## config.mk

```make
export PLATFORM = sky130hd
export DESIGN_NAME = ql_io_top
export DESIGN_NICKNAME = d
export VERILOG_FILES = /design/src/ql_io_pkg.sv /design/src/ipc_shifter.sv /design/src/ql_rtc_counter.sv /design/src/ql_beep_timer.sv /design/src/ql_irq_ctrl.sv /design/src/ql_ipc_fsm.sv /design/src/ql_io_top.sv
export SDC_FILE = /design/constraint.sdc
export NUM_CORES = 1
export LEC_CHECK = 0
export CAP_MARGIN = 40
export CORE_UTILIZATION = 51
export CTS_BUF_LIST = sky130_fd_sc_hd__clkbuf_2 sky130_fd_sc_hd__clkbuf_4 sky130_fd_sc_hd__clkbuf_8
export DETAILED_ROUTE_END_ITERATION = 10
export DONT_BUFFER_PORTS = 1
export PLACE_DENSITY = 0.63
export REMOVE_ABC_BUFFERS = 1
export SLEW_MARGIN = 20
export SYNTH_ARGS = -nofsm -noshare
export SYNTH_HDL_FRONTEND = slang
export SYNTH_SLANG_ARGS = --single-unit
```

## constraint.sdc

```tcl
create_clock -name clk_cpu -period 5.1 [get_ports clk_cpu]
set_clock_uncertainty 0.1 [all_clocks]
set_input_delay 0.51 -clock clk_cpu [delete_from_list [all_inputs] [get_ports clk_cpu]]
set_output_delay 0.51 -clock clk_cpu [all_outputs]
set_load 0.02 [all_outputs]
```

## src/ql_io_pkg.sv

```systemverilog
`default_nettype none

package ql_io_pkg;

  // ======================================================================
  // Register map of the I/O block
  // ======================================================================
  localparam int IO_ADDR_W = 7;

  localparam logic [IO_ADDR_W-1:0] REG_TIMER0     = 7'h00; // Write clears the timer
  localparam logic [IO_ADDR_W-1:0] REG_TIMER1     = 7'h01; // Write adjusts one byte
  localparam logic [IO_ADDR_W-1:0] REG_TIMER2     = 7'h02;
  localparam logic [IO_ADDR_W-1:0] REG_TIMER3     = 7'h03; // Write sends one IPC bit
  localparam logic [IO_ADDR_W-1:0] REG_IPC_STATUS = 7'h20;
  localparam logic [IO_ADDR_W-1:0] REG_IRQ        = 7'h21; // Read pending, write mask/ack

  // Clocking and field widths
  localparam int DEFAULT_CPU_CLK_HZ = 27_000_000;
  localparam int BEEP_UNIT_US       = 70;
  localparam int RTC_W              = 32;
  localparam int BEEP_DUR_W         = 15;
  localparam int PITCH_W            = 10;

  // Bit positions in the interrupt byte
  localparam int IRQ_IPC_BIT   = 1;
  localparam int IRQ_VSYNC_BIT = 3;
  localparam int IRQ_RTC_BIT   = 5;

  // Modifier keys live in row 7
  localparam int KEY_SHIFT_BIT = 56;
  localparam int KEY_CTRL_BIT  = 57;
  localparam int KEY_ALT_BIT   = 58;

  // ======================================================================
  // Payload types
  // ======================================================================
  typedef logic [63:0] kbd_matrix_t;   // Row n in bits 8n+7..8n
  typedef logic [15:0] reply_word_t;
  typedef logic [63:0] sound_params_t; // Pitch in 63:56

  typedef enum logic [3:0] {
    IPC_STATUS     = 4'd1,
    IPC_READ_KEY   = 4'd8,
    IPC_KEY_ROW    = 4'd9,
    IPC_SET_SOUND  = 4'd10,
    IPC_KILL_SOUND = 4'd11
  } ipc_cmd_t;

  typedef enum logic [1:0] {
    IPC_IDLE,
    IPC_REPLY,  // Host clocks reply bits out
    IPC_PARAM,  // Collecting the key row index
    IPC_SOUND   // Collecting 64 sound bits
  } ipc_state_t;

endpackage

`default_nettype wire

```

## src/ipc_shifter.sv

```systemverilog
`timescale 1ns/1ns
`default_nettype none

// Shift register shared by the IPC reply and sound parameter paths
module ipc_shifter #(
  parameter type payload_t = logic [15:0]
) (
  input  wire           clk_cpu,
  input  wire           reset,
  input  wire           i_load,
  input  wire payload_t i_load_value,
  input  wire           i_shift,
  input  wire           i_bit,
  output payload_t      o_value,
  output logic          o_msb
);

  localparam int W = $bits(payload_t);

  always_ff @(posedge clk_cpu) begin
    if (reset) begin
      o_value <= '0;
    end else if (i_load) begin // Load wins over shift
      o_value <= i_load_value;
    end else if (i_shift) begin
      o_value <= {o_value[W-2:0], i_bit};
    end
  end

  // Host always samples the top bit
  assign o_msb = o_value[W-1];

endmodule

`default_nettype wire

```

## src/ql_rtc_counter.sv

```systemverilog
`timescale 1ns/1ns
`default_nettype none

module ql_rtc_counter import ql_io_pkg::*; #(
  parameter int CPU_CLK_HZ = DEFAULT_CPU_CLK_HZ
) (
  input  wire              clk_cpu,
  input  wire              reset,
  input  wire              i_clear,
  input  wire              i_adjust,
  input  wire  [7:0]       i_adjust_byte,
  output logic [RTC_W-1:0] o_seconds
);

  localparam int PRE_W = $clog2(CPU_CLK_HZ);

  logic [PRE_W-1:0] prescale;
  logic [1:0]       adj_ptr;   // Next byte to adjust
  logic             tick;

  // One second worth of clocks
  assign tick = (prescale == PRE_W'(CPU_CLK_HZ - 1));

  always_ff @(posedge clk_cpu) begin
    if (reset || i_clear) begin
      prescale  <= '0;
      adj_ptr   <= '0;
      o_seconds <= '0;
    end else begin
      if (tick) begin
        prescale  <= '0;
        o_seconds <= o_seconds + 1'b1;
      end else begin
        prescale <= prescale + 1'b1;
      end

      // Adjust writes MSB first, later assignment wins over the tick
      if (i_adjust) begin
        o_seconds[{~adj_ptr, 3'b000} +: 8] <= i_adjust_byte;
        adj_ptr                            <= adj_ptr + 1'b1;
      end
    end
  end

endmodule

`default_nettype wire

```

## src/ql_beep_timer.sv

```systemverilog
`timescale 1ns/1ns
`default_nettype none

module ql_beep_timer import ql_io_pkg::*; #(
  parameter int CPU_CLK_HZ = DEFAULT_CPU_CLK_HZ
) (
  input  wire                  clk_cpu,
  input  wire                  reset,
  input  wire                  i_start,
  input  wire [BEEP_DUR_W-1:0] i_duration,
  input  wire                  i_kill,
  output logic                 o_active
);

  // Clocks per 70 us unit
  localparam int UNIT_CYCLES = int'((longint'(CPU_CLK_HZ) * BEEP_UNIT_US) / 1_000_000);
  localparam int SCALE_W     = $clog2(UNIT_CYCLES + 1);

  logic [SCALE_W-1:0]    scale;
  logic [BEEP_DUR_W-1:0] remaining;
  logic                  endless;   // Zero duration runs until killed
  logic                  unit_done;

  assign unit_done = (scale == SCALE_W'(UNIT_CYCLES - 1));

  always_ff @(posedge clk_cpu) begin
    if (reset) begin
      o_active  <= 1'b0;
      endless   <= 1'b0;
      scale     <= '0;
      remaining <= '0;
    end else if (i_kill) begin
      o_active <= 1'b0;
    end else if (i_start) begin
      o_active  <= 1'b1;
      endless   <= (i_duration == '0);
      remaining <= i_duration;
      scale     <= '0;
    end else if (o_active && !endless) begin
      if (unit_done) begin
        scale <= '0;
        if (remaining != '0) remaining <= remaining - 1'b1;
        else                 o_active  <= 1'b0; // Last unit expired
      end else begin
        scale <= scale + 1'b1;
      end
    end
  end

endmodule

`default_nettype wire

```

## src/ql_irq_ctrl.sv

```systemverilog
`timescale 1ns/1ns
`default_nettype none

module ql_irq_ctrl import ql_io_pkg::*; (
  input  wire        clk_cpu,
  input  wire        reset,
  input  wire        i_vsync,
  input  wire        i_key_event,
  input  wire        i_rtc_tick_bit,
  input  wire        i_write,
  input  wire  [7:0] i_wdata,
  output logic [7:0] o_pending,
  output logic       o_irq_n
);

  logic       vsync_d;
  logic       vsync_fall;
  logic       vsync_flag;
  logic       ipc_flag;
  logic [2:0] mask;

  assign vsync_fall = vsync_d && !i_vsync; // Frame interrupt on falling edge

  always_ff @(posedge clk_cpu) begin
    if (reset) begin
      vsync_d    <= 1'b0;
      vsync_flag <= 1'b0;
      ipc_flag   <= 1'b0;
      mask       <= '0;
    end else begin
      vsync_d <= i_vsync;

      // Acknowledge beats a new event in the same cycle
      if (i_write && i_wdata[IRQ_VSYNC_BIT]) vsync_flag <= 1'b0;
      else if (vsync_fall)                   vsync_flag <= 1'b1;

      if (i_write && i_wdata[IRQ_IPC_BIT]) ipc_flag <= 1'b0;
      else if (i_key_event)                ipc_flag <= 1'b1;

      if (i_write) mask <= i_wdata[7:5];
    end
  end

  always_comb begin
    o_pending                = '0;
    o_pending[7:6]           = mask[2:1]; // Spare positions return the mask
    o_pending[4]             = mask[0];
    o_pending[IRQ_RTC_BIT]   = i_rtc_tick_bit;
    o_pending[IRQ_VSYNC_BIT] = vsync_flag;
    o_pending[IRQ_IPC_BIT]   = ipc_flag;
  end

  assign o_irq_n = !(vsync_flag || ipc_flag);

endmodule

`default_nettype wire

```

## src/ql_ipc_fsm.sv

```systemverilog
`timescale 1ns/1ns
`default_nettype none

module ql_ipc_fsm import ql_io_pkg::*; (
  input  wire                   clk_cpu,
  input  wire                   reset,
  input  wire                   i_bit_write,
  input  wire  [7:0]            i_wdata,
  input  wire  kbd_matrix_t     i_kbd_matrix,
  input  wire                   i_key_event,
  input  wire                   i_reply_msb,
  output logic                  o_reply_load,
  output reply_word_t           o_reply_value,
  output logic                  o_reply_shift,
  output logic                  o_sound_shift,
  output logic                  o_bit,
  input  wire  sound_params_t   i_sound,
  output logic                  o_beep_start,
  output logic [BEEP_DUR_W-1:0] o_beep_duration,
  output logic                  o_beep_kill,
  output logic [PITCH_W-1:0]    o_pitch,
  output logic [7:0]            o_status
);

  ipc_state_t    state;
  ipc_state_t    state_next;
  logic [5:0]    bit_cnt;
  logic [5:0]    bit_cnt_next;
  logic [3:0]    reply_last;       // Index of the final reply bit
  logic [3:0]    reply_last_next;
  logic [3:0]    nibble;           // Command or row index being built
  logic [3:0]    nibble_next;
  logic          key_pressed;
  logic          key_taken;
  logic          counted;
  logic [2:0]    key_row;
  logic [2:0]    key_col;
  logic [7:0]    row_byte;
  logic [7:0]    param_row;
  sound_params_t sound_next;

  assign counted     = i_bit_write && !i_wdata[0]; // Bit 0 set marks a non-counted write
  assign o_bit       = i_wdata[1];
  assign nibble_next = {nibble[2:0], o_bit};
  assign sound_next  = {i_sound[62:0], o_bit};     // Value after this shift
  assign param_row   = i_kbd_matrix[{nibble_next[2:0], 3'b000} +: 8];

  assign o_beep_duration = {sound_next[22:16], sound_next[31:24]};
  assign o_status        = {i_reply_msb, 7'b0};

  // ======================================================================
  // Key encoder
  // ======================================================================
  always_comb begin
    key_row = 3'd7;
    for (int r = 7; r >= 0; r--) begin
      if (i_kbd_matrix[8*r +: 8] != 8'h00) key_row = 3'(r); // Lowest row wins
    end
    row_byte = i_kbd_matrix[{key_row, 3'b000} +: 8];
    key_col  = 3'd7;
    for (int c = 7; c >= 0; c--) begin
      if (row_byte[c]) key_col = 3'(c);
    end
  end

  // ======================================================================
  // Protocol decode
  // ======================================================================
  always_comb begin
    state_next      = state;
    bit_cnt_next    = bit_cnt;
    reply_last_next = reply_last;
    o_reply_load    = 1'b0;
    o_reply_value   = '0;
    o_reply_shift   = 1'b0;
    o_sound_shift   = 1'b0;
    o_beep_start    = 1'b0;
    o_beep_kill     = 1'b0;
    key_taken       = 1'b0;
    if (counted) begin
      bit_cnt_next = bit_cnt + 6'd1;
      case (state)
        IPC_IDLE: begin
          if (bit_cnt == 6'd3) begin
            bit_cnt_next = '0;
            case (ipc_cmd_t'(nibble_next))
              IPC_STATUS: begin
                state_next      = IPC_REPLY;
                reply_last_next = 4'd7;
                o_reply_load    = 1'b1;
                o_reply_value   = {7'b0, key_pressed, 8'b0};
                key_taken       = 1'b1;
              end
              IPC_READ_KEY: begin
                state_next      = IPC_REPLY;
                reply_last_next = 4'd15;
                o_reply_load    = 1'b1;
                o_reply_value   = {4'b0001, 1'b0, i_kbd_matrix[KEY_SHIFT_BIT],
                                   i_kbd_matrix[KEY_CTRL_BIT], i_kbd_matrix[KEY_ALT_BIT],
                                   2'b00, ~key_row, key_col};
              end
              IPC_KEY_ROW:    state_next  = IPC_PARAM;
              IPC_SET_SOUND:  state_next  = IPC_SOUND;
              IPC_KILL_SOUND: o_beep_kill = 1'b1;
              default: ; // Other commands need no action
            endcase
          end
        end
        IPC_PARAM: begin
          if (bit_cnt == 6'd3) begin
            state_next      = IPC_REPLY;
            bit_cnt_next    = '0;
            reply_last_next = 4'd7;
            o_reply_load    = 1'b1;
            o_reply_value   = {param_row, 8'h00};
          end
        end
        IPC_REPLY: begin
          o_reply_shift = (bit_cnt != '0); // First bit is already at the top
          if (bit_cnt == {2'b00, reply_last}) begin
            state_next   = IPC_IDLE;
            bit_cnt_next = '0;
          end
        end
        IPC_SOUND: begin
          o_sound_shift = 1'b1;
          if (bit_cnt == 6'd63) begin
            state_next   = IPC_IDLE;
            bit_cnt_next = '0;
            o_beep_start = 1'b1;
          end
        end
        default: state_next = IPC_IDLE;
      endcase
    end
  end

  always_ff @(posedge clk_cpu) begin
    if (reset) begin
      state       <= IPC_IDLE;
      bit_cnt     <= '0;
      reply_last  <= 4'd7;
      nibble      <= '0;
      key_pressed <= 1'b0;
      o_pitch     <= '0;
    end else begin
      state      <= state_next;
      bit_cnt    <= bit_cnt_next;
      reply_last <= reply_last_next;
      if (counted && (state == IPC_IDLE || state == IPC_PARAM)) nibble <= nibble_next;
      if (o_beep_start) o_pitch <= PITCH_W'(256) - PITCH_W'(sound_next[63:56]);
      if (key_taken)   key_pressed <= 1'b0;
      if (i_key_event) key_pressed <= 1'b1; // A fresh key survives the status read
    end
  end

endmodule

`default_nettype wire

```

## src/ql_io_top.sv

```systemverilog
`timescale 1ns/1ns
`default_nettype none

module ql_io_top import ql_io_pkg::*; #(
  parameter int CPU_CLK_HZ = DEFAULT_CPU_CLK_HZ
) (
  input  wire                 clk_cpu,
  input  wire                 reset,
  input  wire                 i_bus_valid,
  input  wire                 i_bus_write,
  input  wire [IO_ADDR_W-1:0] i_bus_addr,
  input  wire [7:0]           i_bus_wdata,
  input  wire kbd_matrix_t    i_kbd_matrix,
  input  wire                 i_key_event,
  input  wire                 i_vsync,
  output logic                o_bus_ready,
  output logic                o_rsp_valid,
  output logic [7:0]          o_rsp_rdata,
  output logic                o_beep_active,
  output logic [PITCH_W-1:0]  o_beep_pitch,
  output logic                o_ipc_irq_n
);

  logic                  accept;
  logic                  wr_accept;
  logic                  rtc_clear;
  logic                  rtc_adjust;
  logic                  ipc_bit_wr;
  logic                  irq_wr;
  logic [RTC_W-1:0]      seconds;
  logic [7:0]            pending;
  logic [7:0]            ipc_status;
  logic [7:0]            read_byte;
  logic                  reply_load;
  logic                  reply_shift;
  logic                  reply_msb;
  reply_word_t           reply_value;
  logic                  sound_shift;
  logic                  ipc_bit;
  sound_params_t         sound;
  logic                  beep_start;
  logic                  beep_kill;
  logic [BEEP_DUR_W-1:0] beep_duration;

  // ======================================================================
  // Bus handshake and decode
  // ======================================================================
  assign o_bus_ready = !o_rsp_valid; // Busy during the response cycle
  assign accept      = i_bus_valid && o_bus_ready;
  assign wr_accept   = accept && i_bus_write;

  assign rtc_clear  = wr_accept && (i_bus_addr == REG_TIMER0);
  assign rtc_adjust = wr_accept && (i_bus_addr == REG_TIMER1);
  assign ipc_bit_wr = wr_accept && (i_bus_addr == REG_TIMER3);
  assign irq_wr     = wr_accept && (i_bus_addr == REG_IRQ);

  always_comb begin
    case (i_bus_addr)
      REG_TIMER0:     read_byte = seconds[31:24];
      REG_TIMER1:     read_byte = seconds[23:16];
      REG_TIMER2:     read_byte = seconds[15:8];
      REG_TIMER3:     read_byte = seconds[7:0];
      REG_IPC_STATUS: read_byte = ipc_status;
      REG_IRQ:        read_byte = pending;
      default:        read_byte = 8'h00;
    endcase
  end

  always_ff @(posedge clk_cpu) begin
    if (reset) o_rsp_valid <= 1'b0;
    else       o_rsp_valid <= accept;
  end

  always_ff @(posedge clk_cpu) begin
    if (accept) o_rsp_rdata <= i_bus_write ? 8'h00 : read_byte;
  end

  // ======================================================================
  // Function blocks
  // ======================================================================
  ql_rtc_counter #(.CPU_CLK_HZ(CPU_CLK_HZ)) u_rtc (
    .clk_cpu(clk_cpu), .reset(reset),
    .i_clear(rtc_clear), .i_adjust(rtc_adjust), .i_adjust_byte(i_bus_wdata),
    .o_seconds(seconds)
  );

  ql_irq_ctrl u_irq (
    .clk_cpu(clk_cpu), .reset(reset),
    .i_vsync(i_vsync), .i_key_event(i_key_event), .i_rtc_tick_bit(seconds[0]),
    .i_write(irq_wr), .i_wdata(i_bus_wdata),
    .o_pending(pending), .o_irq_n(o_ipc_irq_n)
  );

  ql_ipc_fsm u_ipc_fsm (
    .clk_cpu(clk_cpu), .reset(reset),
    .i_bit_write(ipc_bit_wr), .i_wdata(i_bus_wdata),
    .i_kbd_matrix(i_kbd_matrix), .i_key_event(i_key_event), .i_reply_msb(reply_msb),
    .o_reply_load(reply_load), .o_reply_value(reply_value), .o_reply_shift(reply_shift),
    .o_sound_shift(sound_shift), .o_bit(ipc_bit), .i_sound(sound),
    .o_beep_start(beep_start), .o_beep_duration(beep_duration), .o_beep_kill(beep_kill),
    .o_pitch(o_beep_pitch), .o_status(ipc_status)
  );

  ipc_shifter #(.payload_t(reply_word_t)) u_reply_sr ( // Zeros fill in behind the reply
    .clk_cpu(clk_cpu), .reset(reset),
    .i_load(reply_load), .i_load_value(reply_value),
    .i_shift(reply_shift), .i_bit(1'b0),
    .o_value(), .o_msb(reply_msb)
  );

  ipc_shifter #(.payload_t(sound_params_t)) u_sound_sr (
    .clk_cpu(clk_cpu), .reset(reset),
    .i_load(1'b0), .i_load_value('0),
    .i_shift(sound_shift), .i_bit(ipc_bit),
    .o_value(sound), .o_msb()
  );

  ql_beep_timer #(.CPU_CLK_HZ(CPU_CLK_HZ)) u_beep (
    .clk_cpu(clk_cpu), .reset(reset),
    .i_start(beep_start), .i_duration(beep_duration), .i_kill(beep_kill),
    .o_active(o_beep_active)
  );

endmodule

`default_nettype wire

```

* Yosys cells after proc, flatten, opt, wreduce, memory -nomap -nowiden *
Cells that the tools add are included.

cells by class
  $add $sub $neg = 8
  eq/ne operators = 25
  shift operators = 4
  mux-type cells = 73
  bitwise logic cells = 3
  reductions and logical operators = 50

operators with widths
  kind                                                                    number
  32-bit two-way mux                                                      3
  16-bit two-way mux                                                      5
  64-bit by 7-bit variable part select with 7-bit output                  1
  64-bit by 7-bit variable part select with 8-bit output                  1
  15-bit two-way mux                                                      4
  8-bit nonzero test                                                      7
  8-bit one-hot mux with 6 select lines                                   1
  11-bit two-way mux                                                      3
  32-bit by 1-bit adder with 32-bit output, second input constant         1
  32-bit bitwise mux                                                      1
  16-bit one-hot mux with 2 select lines                                  1
  8-bit by 7-bit variable shift with 32-bit output, first input constant  1
  8-bit by 7-bit variable part select with 32-bit output                  1
  1-bit two-way mux                                                       27
  13-bit one-hot mux with 2 select lines                                  1
  25-bit by 1-bit adder with 25-bit output, second input constant         1
  25-bit equality test, second input constant                             1
  3-bit two-way mux                                                       8
  6-bit two-way mux                                                       3
  6-bit one-hot mux with 3 select lines                                   1
  4-bit equality test, second input constant                              4
  2-bit two-way mux                                                       8
  4-bit one-hot mux with 2 select lines                                   2
  15-bit zero test                                                        1
  41 further kinds                                                        76

word-level totals
  register bits after elaboration = 207
  input bits = 85
  output and inout port bits = 22
  word-level logic and storage cells = 184

* Depth between registers and ports, before layout *
Gate-level depths: netlist of run 1.

  word-level depth = 21
  mapped depth = 13
  depth with buffers taken out = 11

* Hierarchy *
A second synthesis of run 1 with hierarchy kept.

second synthesis, totals
  cells, all modules = 1380
  area total of the unflattened synthesis = 12383.1 µm²

by module, submodules not included
  module                     instances  cells an instance  area each (µm²)  sequential area each (µm²)
  ql_rtc_counter             1          355                3065.4           1181.1
  ipc_shifter at u_sound_sr  1          285                2999.1           1281.2
  ql_ipc_fsm                 1          334                2748.9           440.4
  ql_beep_timer              1          208                1615.3           560.5
  ql_io_top                  1          100                883.3            260.2
  ipc_shifter at u_reply_sr  1          72                 813.3            320.3
  ql_irq_ctrl                1          26                 257.7            120.1

* Worst setup path before layout of run 1 *
No wires, ideal clock.

  path kind = input port to flip-flop
  start = input port i_kbd_matrix[42]
  end = register u_reply_sr.o_value[1] (netlist bit)
  setup time = 133 ps
  arrival = 2724 ps
  data required time = 4867 ps
  path slack = 2143 ps
  stages = 10
  path through = or4_4 -> a211oi_4 -> o221ai_4 -> and2_4 -> buf_6 -> mux2_2 -> o211a_1 -> a311o_1 -> nand3_1 -> a211oi_1

on the way
  longest elaborated chain between the ends = 19

ends and longest elaborated chain
  what                                                        RTL line           text
  start: declaration                                          ql_io_top.sv:13    input wire kbd_matrix_t i_kbd_matrix,
  8-bit nonzero test                                          ql_ipc_fsm.sv:57   if (i_kbd_matrix[8*r +: 8] != 8'h00) key_row = 3'(r);
  2-bit two-way mux (2 in a row)                              ql_ipc_fsm.sv:57
  3-bit two-way mux (4 in a row)                              ql_ipc_fsm.sv:57
  64-bit by 7-bit variable part select with 7-bit output (*)  ql_ipc_fsm.sv:59   row_byte = i_kbd_matrix[{key_row, 3'b000} +: 8];
  2-bit two-way mux (2 in a row)                              ql_ipc_fsm.sv:62   if (row_byte[c]) key_col = 3'(c);
  3-bit two-way mux (3 in a row)                              ql_ipc_fsm.sv:62
  3-bit two-way mux (*)                                       ql_ipc_fsm.sv:62
  13-bit one-hot mux with 2 select lines (*)                  ql_ipc_fsm.sv:86   case (ipc_cmd_t'(nibble_next))
  16-bit two-way mux (*)                                      ql_ipc_fsm.sv:84   if (bit_cnt == 6'd3) begin
  16-bit one-hot mux with 2 select lines (*)                  ql_ipc_fsm.sv:82   case (state)
  16-bit two-way mux (*)                                      ql_ipc_fsm.sv:80   if (counted) begin
  16-bit two-way mux (*)                                      ipc_shifter.sv:23  end else if (i_load) begin
  end signal: assignment                                      ipc_shifter.sv:24  o_value <= i_load_value;
  end signal: assignment                                      ipc_shifter.sv:26  o_value <= {o_value[W-2:0], i_bit};
  end: declaration                                            ipc_shifter.sv:14  output payload_t o_value,

Mark *: on every way between the ends. The rest lies on a longest branch, timed or not.
A chain may end at the register's enable or synchronous reset.

* Worst setup path after layout of run 1 *
  start = register o_rsp_valid
  end = register u_reply_sr.o_value[2] (netlist bit)

on the way
  longest elaborated chain between the ends = 7
  elaborated cells on any way between the ends = 10
  those cells by class = mux (4); reduce/logical (6)

ends and longest elaborated chain
  what                                                             RTL line          text
  start: declaration                                               ql_io_top.sv:17   output logic o_rsp_valid,
  start signal: assignment                                         ql_io_top.sv:71   else o_rsp_valid <= accept;
  1-bit zero test (*)                                              ql_io_top.sv:48   assign o_bus_ready = !o_rsp_valid;
  1-bit logical AND (*)                                            ql_io_top.sv:49   assign accept = i_bus_valid && o_bus_ready;
  1-bit logical AND (*)                                            ql_io_top.sv:50   assign wr_accept = accept && i_bus_write;
  1-bit logical AND (*)                                            ql_io_top.sv:54   assign ipc_bit_wr = wr_accept && (i_bus_addr == REG_TIMER3);
  1-bit logical AND (*)                                            ql_ipc_fsm.sv:42  assign counted = i_bit_write && !i_wdata[0];
  16-bit two-way mux / 1-bit two-way mux (equally long branches)   ql_ipc_fsm.sv:80
  16-bit two-way mux / 2-bit nonzero test (equally long branches)  -

Marks and branches as above.

==> results.yml, run 1 <==
status:
  status: "complete, no violations"
clocking:
  postCtsSetupBuffers: 0
  root_buffer: "clkbuf_8"
  cts_tree: "built"
  cts.clk_slew.worst_paths_ns: 0.06
  cts_resized: 0
  htree_num_levels: 2
  cts.sinks: 203
  hold_buffers: 10
  clock_latency_ns: 0.53
  cts_made_buffers: 36
  max-clock-path-buffers: 3
worst_hold_path:
  hold_path_depth: 2
  holdPathEnd: "u_rtc.o_seconds[12]"
  hp-class: "in -> reg"
  hold_path_startpoint: "i_bus_wdata[4]"
timing:
  period_share_pct: 65.6
  maxSlewHeadroom_pct: 44.5
  finalHoldViolCount: 0
  max_freq_mhz: 299
  fin_crit_ns: 3.35
  setup_tns_ns: 0
  setup_viol: 0
  rsz0062_at_grt: "false"
  drv_slew: 0
  tightest_slew_ns: 0.825
drt:
  drtPass1Iterations: 5
  wl_um: 26300
  wl_per_cell_um: 16.7
  vias_per_cell: 5.85
  ant_nets: 0
  drt_iter0_drc: 653
  num_vias: 9211
  drc: 0
synthesis:
  ys_ff_latch: 203
  synth-seq-area-share_pct: 39.5
  ys.flop_type: "dfxtp_1"
  synthArstFlopShare_pct: 0
  synth_edf_count: 8
  syn_inst: 1293
  yosysUniqueCellTypes: 71
  synth.most_common_cell: "nand2_1"
  synth.avg_cell_area_um2: 8.11
  yosys.area.top_type: "dfxtp_1"
  synth_area_leaders: "dfxtp_1 37%, nand2_1 9.2%, a21oi_1 6.6%, nor2_1 4.0%, mux4_2 3.4%"
  yosys-top-cells-count: "258 x nand2_1, 195 x dfxtp_1, 138 x a21oi_1, 113 x nor2_1, 61 x clkbuf_1"
  synth.cell_area_um2: 10500
  yosys_warnings: 0
  yosysTopAreaCellShare_pct: 37.2
placed_design:
  routabilityCongestion: 0.876
  dp.final_hpwl_um: 17500
  io_buffers: 0
floorplan:
  die_w_um: 145
  die_area_um2: 21100
  die_h_um: 145
  rows: 52
  start_util_pct: 52.0
  core_area_um2: 20200
  io_pins: 107
critical_path:
  worst_path_max_delay_cell: "nand4b_1"
  startpoint: "o_rsp_valid"
  timing.rr.end: "u_reply_sr.o_value[2]"
  cpPeakStageDelay_ns: 0.48
  worstPathBufferInverterCount: 0
  rr_startpoint: "o_rsp_valid"
  ff2ff_setup_slack_ns: 1.75
  endpoint_kind: "flop"
  required_ns: 5.42
  cp_max_fo: 11
  start_kind: "flop"
  critical_path.top_delay_family: "simple AND/OR/NAND/NOR gates"
  setup.worst_path.class: "reg -> reg"
  rr_worst_depth: 9
  path_cells: "and3b_1 > nand4b_1 > nor3_1 > and3_1 > nor3b_1 > o311ai_0 > nor3_2 > nand3_1 > a211oi_1"
  crit_arrival_ns: 3.67
finish:
  fillers: 1906
  fin_nets: 1375
  final_core_util_pct: 56.8
  area_delta_synth_final_pct: 9.26
  insertedDiodeCount: 0
  drive_gt1_share_pct: 9.51
grt:
  grt_pass1_vias: 8621
  antenna_found_initial: 1
  grt_pass1_wl_um: 43000
  grt_usage_pct: 24.7
  grt_max_degree: 125
  overflow: 0
power:
  p_leak_nw: 4.00
  ir_worst_vdd_mv: 0.157
  power_density_nw_per_um2: 285
job:
  cap_viol_max_count: 0
worst max path at each step:
stage,end,slack [ns],cells past startpoint
after detailed placement,u_reply_sr.o_value[2],1.33,9
after global placement,u_reply_sr.o_value[1],1.39,9
after global routing,u_reply_sr.o_value[2],1.45,9
final,u_reply_sr.o_value[2],1.75,9
after floorplan,u_sound_sr.o_value[0],1.48,6
after CTS,u_reply_sr.o_value[2],1.74,9
per-stage QoR:
| step | instances | area [µm²] | hold slack [ns] | setup slack, ns | power (mW) |
|---|---|---|---|---|---|
| global route | 1574 | 11500 | 0.0154 | 1.45 | 3.38 |
| finish | 1574 | 11500 | 0.0254 | 1.75 | 3.26 |
| global placement | 1496 | 10600 | 0.332 | 1.39 | 1.73 |
| CTS | 1573 | 11400 | 0.000602 | 1.74 | 3.31 |
| detailed placement | 1498 | 10600 | 0.339 | 1.33 | 1.73 |
| floorplan | 1218 | 10200 | 0.326 | 1.48 | 1.71 |
power breakdown:
part           leakage, nW  internal, mW  total (mW)  switching (mW)
Combinational         1.95        0.0462       0.106          0.0599
Sequential            1.65          1.60        1.61          0.0105
Clock                0.393         0.867        1.54           0.674
Total                 4.00          2.52        3.26           0.745
sequential cells by signal, indices dropped and copies added (netlist names), 6 cells and up:
| name | cells |
|---|---|
| o_rsp_rdata | 8 |
| u_reply_sr.o_value | 16 |
| u_sound_sr.o_value | 63 |
| u_beep.scale | 11 |
| u_rtc.o_seconds | 32 |
| u_ipc_fsm.o_pitch | 9 |
| u_ipc_fsm.bit_cnt | 6 |
| u_beep.remaining | 15 |
| u_rtc.prescale | 25 |
layout make-up:
type	count	area [µm²]	area share (%)
repair buffers	21	195	1.70
flip-flops and latches	203	4140	36.2
inverters	26	97.6	0.852
clock inverters	11	93.8	0.819
multi-input cells	989	5940	51.9
well taps	270	338	2.95
clock buffers	54	643	5.62
cell families (layout without fill, tap and decap cells):
logic type                 Yosys count  count (layout)  share of synthesized area (%)
xor gates and xnor gates            68              68                           5.68
and+or+nand+nor                    575             575                           25.4
other                                1               1                         0.0358
DFF                                203             203                           39.5
adders and majority gates           13              13                           1.55
AOI/OAI and AO/OA                  278             278                           16.6
buffers and inverters              101             112                           3.90
muxes                               54              54                           7.26
worst register-to-register path: cells and delay by family (launching register included):
kind	cells	cell delay, ns
AO/OA/AOI/OAI	2	0.49
flip-flops	1	0.43
AND/OR/NAND/NOR	7	2.25
placed cells by master (no fill, tap or decap), types with 5 or more instances in the layout:
cell / n
nor4_1: 23
a21oi_1: 138
mux4_2: 16
nor3_1: 23
mux2i_1: 25
xnor2_1: 32
clkbuf_4: 17
edfxtp_1: 8
xor2_1: 36
and3_1: 23
nand2_1: 258
buf_4: 8
a31oi_1: 5
a22o_1: 8
a211oi_1: 37
a222oi_1: 7
ha_1: 13
o21ai_0: 41
mux2_2: 12
clkinv_2: 5
a22oi_1: 7
dlygate4sd3_1: 9
nand3_1: 45
clkbuf_8: 38
and2_1: 10
or4_1: 6
or3_1: 14
nand4_1: 16
nor2b_1: 8
inv_1: 25
nor2_1: 113
nand2b_1: 7
dfxtp_1: 195
metal layers:
layer	global-route usage [%]	routed length, µm	vias up
li1	-	-	4544
met1	33.4	12000	4312
met2	39.0	11700	293
met3	5.33	1880	62
met4	8.68	709	0
met5	0	0	-
(Power assumes the default switching activity.)
==> inputs of run 2 (changes only) <==
==> constraint.sdc (replaced) <==
create_clock -name clk_cpu -period 3.1 [get_ports clk_cpu]
set_clock_uncertainty 0.1 [all_clocks]
set_input_delay 0.31 -clock clk_cpu [delete_from_list [all_inputs] [get_ports clk_cpu]]
set_output_delay 0.31 -clock clk_cpu [all_outputs]
set_load 0.02 [all_outputs]
==> run 2 against run 1 <==
Net effect:
- first-iteration DRC count up 7.4%
- non-clock buffer count up 31
- power up 72%
- core utilization up 1.8 points
- hold slack better by 0.0056 ns
- highest routed layer is now met5
- maximum frequency up 17%
- register-to-register slack worse by 1.5 ns
- combinational power up 83%
- setup slack worse by 1.5 ns
- global-route usage up 0.70 points
- final cell count up 2.4%
- clock-buffer cell count down 2
==> results.yml, run 2 (same netlist as run 1, synthesis figures left out) <==
drt:
  drtPass1Iterations: 5
  vias_per_cell: 5.81
  drc: 0
  wl_um: 27100
  drt_iter0_drc: 701
  ant_nets: 0
  wl_per_cell_um: 16.8
  num_vias: 9363
power:
  pwr-share-clk_pct: 49.3
  seq_power_share_pct: 47.3
  internal-power_mw: 4.32
  switchingPower_mw: 1.30
  netSwitchingFraction_pct: 23.1
  ir_worst_vdd_mv: 0.275
  p_leak_nw: 4.20
  power_density_nw_per_um2: 475
  comb_power_share_pct: 3.5
clocking:
  cts_tree: "built"
  cts.sinks: 203
  cts.clk_slew.worst_paths_ns: 0.06
  clock_latency_ns: 0.53
  root_buffer: "clkbuf_8"
  htree_num_levels: 2
  cts_made_buffers: 38
  max-clock-path-buffers: 3
grt:
  grt_pass1_wl_um: 44400
  grt_max_degree: 126
  antenna_found_initial: 3
  overflow: 0
  grt_pass1_vias: 8924
  grt_usage_pct: 25.4
timing:
  hold_slack_ns: 0.0310
  drv_slew: 0
  finalHoldViolCount: 0
  maxSlewHeadroom_pct: 48.5
  setup_tns_ns: 0
  period_share_pct: 92.3
  fin_crit_ns: 2.86
  rsz0062_at_grt: "false"
  tightest_slew_ns: 0.771
  setup_viol: 0
  max_freq_mhz: 349
finish:
  max_flop_register: "u_sound_sr.o_value"
  fin_nets: 1408
  area_delta_synth_final_pct: 12.8
  drive_gt1_share_pct: 11.0
  fillers: 1903
  largest_register_ffs: 63
  final_cell_mix: "258 x nand2_1, 195 x dfxtp_1, 138 x a21oi_1, 113 x nor2_1, 46 x clkbuf_8"
  reg_top3: "u_sound_sr.o_value: 63 flops, u_rtc.o_seconds: 32 flops, u_rtc.prescale: 25 flops"
  layout_commonest_cell: "nand2_1"
  seqCellArea_um2: 4140
  multi_input_area_um2: 5940
critical_path:
  cp_max_fo: 11
  rr_startpoint: "u_ipc_fsm.bit_cnt[2]"
  rr_worst_depth: 7
  required_ns: 3.44
  setup.worst_path.class: "reg -> reg"
  timing.rr.end: "u_beep.scale[1]"
  endpoint_kind: "flop"
  crit_arrival_ns: 3.20
  start_kind: "flop"
  ff2ff_setup_slack_ns: 0.24
floorplan:
  start_util_pct: 52.0
  die_h_um: 145
  rows: 52
  core_area_um2: 20200
  die_w_um: 145
  die_area_um2: 21100
  io_pins: 107
job:
  cap_viol_max_count: 0
worst_hold_path:
  holdPathEnd: "u_ipc_fsm.state[1]"
  hold_path_startpoint: "i_bus_wdata[1]"
  hp-class: "in -> reg"
  hold_path_depth: 3
placed_design:
  dp.final_hpwl_um: 18100
  routabilityCongestion: 0.940
  io_buffers: 0
status:
  status: "complete, no violations"
[run 2: layout make-up]
cell class	count	area share [%]
Multi-Input combinational cell	989	50.2
Sequential cell	203	35.1
Clock buffer	52	5.74
Timing Repair Buffer	52	4.04
Tap cell	270	2.86
Clock inverter	18	1.21
Inverter	26	0.825
Antenna cell	2	0.0423
[run 2: metrics by stage]
| step | worst slack [ns] | power (mW) | utilization (%) | instances | instance area (µm²) |
|---|---|---|---|---|---|
| finish | 0.238 | 5.62 | 58.6 | 1612 | 11800 |
| global route | 0.0510 | 5.82 | 58.6 | 1612 | 11800 |
| detailed placement | 0.0256 | 2.84 | 53.5 | 1522 | 10800 |
| global placement | 0.119 | 2.84 | 53.5 | 1522 | 10800 |
| floorplan | -0.317 | 2.81 | - | 1218 | 10200 |
| CTS | 0.214 | 5.68 | 58.6 | 1610 | 11800 |
[run 2: worst max-delay path, cell delays in order (launching register included)]
cell	delay, ns
dfxtp_1	0.36
nor4_1	0.38
nand3_1	0.25
or4_1	0.60
a31o_4	0.30
a21boi_4	0.15
or2_2	0.38
a211oi_1	0.25
[run 2: what timing repair did]
item,4_1_cts,5_1_grt
endpoints found under the setup margin,0,2
gates resized for setup,0,1
hold buffers,18,0
hold endpoints to repair,158,0
buffers inserted,0,0
[run 2: worst max-delay path by stage]
stage                                    start               endpoint  slack (ns)  depth (start not counted)
after floorplan                  i_bus_addr[3]  u_sound_sr.o_value[0]       -0.32                          6
after global placement           i_bus_addr[3]        u_beep.scale[1]        0.12                          7
after detailed placement         i_bus_addr[3]        u_beep.scale[1]        0.03                          7
after CTS                 u_ipc_fsm.bit_cnt[2]        u_beep.scale[1]        0.21                          7
after global routing        u_rtc.prescale[10]    u_rtc.o_seconds[30]        0.05                         10
final                     u_ipc_fsm.bit_cnt[2]        u_beep.scale[1]        0.24                          7
[run 2: power groups by stage]
stage                     combinational, mW  clock (mW)  sequential (mW)
after floorplan                       0.102           0             2.71
after global placement                0.133           0             2.71
after detailed placement              0.134           0             2.71
after CTS                             0.193        2.83             2.65
after global routing                  0.208        2.96             2.65
final                                 0.194        2.77             2.65
[run 2: metal layers]
| metal | part of all wire (%) | track usage, % | routed length [µm] | vias up |
|---|---|---|---|---|
| met4 | 3.4 | 11.1 | 921 | 2 |
| met5 | 0.041 | 0 | 11 | - |
| met3 | 7.5 | 5.64 | 2030 | 81 |
| met1 | 44 | 33.5 | 12000 | 4340 |
| met2 | 45 | 40.0 | 12100 | 330 |
| li1 | - | - | - | 4610 |
==> inputs of run 3 (changes only) <==
--- a/config.mk
+++ b/config.mk
@@ -10,7 +10,7 @@
 export CTS_BUF_LIST = sky130_fd_sc_hd__clkbuf_2 sky130_fd_sc_hd__clkbuf_4 sky130_fd_sc_hd__clkbuf_8
 export DETAILED_ROUTE_END_ITERATION = 10
 export DONT_BUFFER_PORTS = 1
-export PLACE_DENSITY = 0.63
+export PLACE_DENSITY = 0.66
 export REMOVE_ABC_BUFFERS = 1
 export SLEW_MARGIN = 20
 export SYNTH_ARGS = -nofsm -noshare
==> constraint.sdc (replaced) <==
create_clock -name clk_cpu -period 3.1 [get_ports clk_cpu]
set_clock_uncertainty 0.1 [all_clocks]
set_input_delay 0.31 -clock clk_cpu [delete_from_list [all_inputs] [get_ports clk_cpu]]
set_output_delay 0.31 -clock clk_cpu [all_outputs]
set_load 0.1 [all_outputs]
==> run 3 against run 2 <==
Net effect:
- routed wire length is 0.12% higher
- final cell count increased by 0.37%
- critical path depth is 3 higher
- flip-flop and latch count stayed put
- core utilization increased by 1.5 points
- die area stayed put
- maximum frequency is 1.7% lower
- register-to-register slack worse by 0.05 ns
- clock-buffer cell count up 5
- largest cell class unchanged
- clock power shrank 5%
- hold slack improved by 0.023 ns
- design area up 2.5%
==> results.yml, run 3 (same netlist as run 1, synthesis figures left out) <==
timing:
  maxSlewHeadroom_pct: 44.2
  setup_tns_ns: 0
  hold_slack_ns: 0.0543
  rsz0062_at_grt: "false"
  max_freq_mhz: 344
  drv_slew: 0
  fin_crit_ns: 2.91
  period_share_pct: 93.9
  finalHoldViolCount: 0
  setup_viol: 0
  tightest_slew_ns: 0.835
power:
  internal-power_mw: 4.30
  p_total_mw: 5.56
  comb_power_share_pct: 5.0
  power_density_nw_per_um2: 459
  ir_worst_vdd_mv: 0.299
  netSwitchingFraction_pct: 22.7
  switchingPower_mw: 1.26
  seq_power_share_pct: 47.7
  pwr-share-clk_pct: 47.4
  p_leak_nw: 4.32
grt:
  grt_pass1_vias: 8927
  grt_usage_pct: 25.4
  antenna_found_initial: 1
  overflow: 0
  grt_max_degree: 127
  grt_pass1_wl_um: 44200
floorplan:
  core_area_um2: 20200
  io_pins: 107
  die_area_um2: 21100
  rows: 52
  die_w_um: 145
  start_util_pct: 52.0
  die_h_um: 145
worst_hold_path:
  hp-class: "in -> reg"
  hold_path_depth: 4
placed_design:
  postPlaceCellArea_um2: 11100
  dp.final_hpwl_um: 18300
  io_buffers: 0
  routabilityCongestion: 0.922
critical_path:
  cpPeakStageDelay_ns: 0.41
  cp_max_fo: 5
  rr_startpoint: "u_rtc.prescale[10]"
  startpoint: "u_rtc.prescale[10]"
  worst_path_max_delay_cell: "dfxtp_1"
  rr_worst_depth: 10
  start_kind: "flop"
  crit_arrival_ns: 3.24
  path_cells: "and4_1 > nand4_2 > nor4_1 > buf_4 > nand4_1 > or3_1 > nor2_1 > nand3_1 > xnor2_1 > a22o_1"
  endpoint_kind: "flop"
  ff2ff_setup_slack_ns: 0.19
  endpoint: "u_rtc.o_seconds[28]"
  required_ns: 3.43
  timing.rr.end: "u_rtc.o_seconds[28]"
  setup.worst_path.class: "reg -> reg"
clocking:
  cts_tree: "built"
  root_buffer: "clkbuf_8"
  max-clock-path-buffers: 3
  cts.sinks: 203
  cts_made_buffers: 36
  htree_num_levels: 2
  cts.clk_slew.worst_paths_ns: 0.06
  clock_latency_ns: 0.54
finish:
  largest_register_ffs: 63
  drive_gt1_share_pct: 12.1
  multi_input_area_um2: 5950
  final_area_um2: 12100
  reg_top3: "u_sound_sr.o_value: 63 flops, u_rtc.o_seconds: 32 flops, u_rtc.prescale: 25 flops"
  final_core_util_pct: 60.1
  layout_commonest_cell: "nand2_1"
  final_cell_mix: "258 x nand2_1, 195 x dfxtp_1, 138 x a21oi_1, 112 x nor2_1, 47 x clkbuf_8"
  area_delta_synth_final_pct: 15.6
  seqCellArea_um2: 4140
  fillers: 1855
  fin_nets: 1423
  max_flop_register: "u_sound_sr.o_value"
drt:
  vias_per_cell: 5.79
  wl_per_cell_um: 16.8
  drc: 0
  met2WireLength_um: 12800
  drtPass1Iterations: 7
  route.met3.wl_um: 1530
  drt_iter0_drc: 812
  top_layer: "met4"
  wl_met1_um: 12200
  wl_um: 27100
  num_vias: 9367
  ant_nets: 0
job:
  cap_viol_max_count: 0
status:
  status: "complete, no violations"
-- run 3: cell count changes in the layout (fill, tap and decap cells not counted), sizes merged --
cell,change
clkinvlp,-1
buf,+18
diode,-1
clkbuf,+5
clkinv,-13
dlygate4sd3,-1
bufinv,-1
-- run 3: timing repair --
item	4_1_cts	5_1_grt
setup buffers	0	0
hold endpoints to repair	158	0
setup endpoints to repair	0	3
resized for setup	0	2
hold buffers	17	0
-- run 3: through the flow --
step | setup WS [ns] | instances
detailed placement | 0.0898 | 1540
finish | 0.189 | 1618
CTS | 0.208 | 1617
global placement | 0.174 | 1523
floorplan | -0.317 | 1218
global route | 0.0410 | 1617
-- run 3: critical path, delay by kind of cell, from the launching register on --
kind            cells  cell delay, ns
flops               1            0.41
xor+xnor            1            0.18
buf+inv             1            0.18
simple gates        7            1.75
compound gates      1            0.19
-- run 3: layer usage --
metal	up-vias	GRT usage (%)
li1	4630	-
met1	4411	33.2
met2	272	42.1
met3	54	4.73
met4	0	9.05
met5	-	0
-- run 3: layout make-up --
cell class                      count  share of cell area (%)
Multi-Input combinational cell    989                    49.1
Sequential cell                   203                    34.2
Timing Repair Buffer               69                    6.75
Clock buffer                       57                    5.96
Tap cell                          270                    2.79
Inverter                           26                   0.805
Clock inverter                      3                   0.382
Antenna cell                        1                  0.0207
-- run 3: how the worst min path moves through the flow --
stage	from	endpoint
6_report	i_bus_wdata[1]	u_reply_sr.o_value[4]
5_1_grt	i_bus_wdata[1]	u_reply_sr.o_value[4]
4_1_cts	i_bus_wdata[1]	u_reply_sr.o_value[4]
3_5_place_dp	reset	u_sound_sr.o_value[19]
3_3_place_gp	reset	u_beep.remaining[12]
2_1_floorplan	reset	u_beep.endless
-- run 3: power by group through the flow --
stage | clock network, mW | logic, mW | registers (mW)
floorplan | 0 | 0.118 | 2.74
global route | 2.80 | 0.290 | 2.65
global placement | 0 | 0.158 | 2.74
finish | 2.63 | 0.277 | 2.65
detailed placement | 0 | 0.217 | 2.71
CTS | 2.70 | 0.276 | 2.65
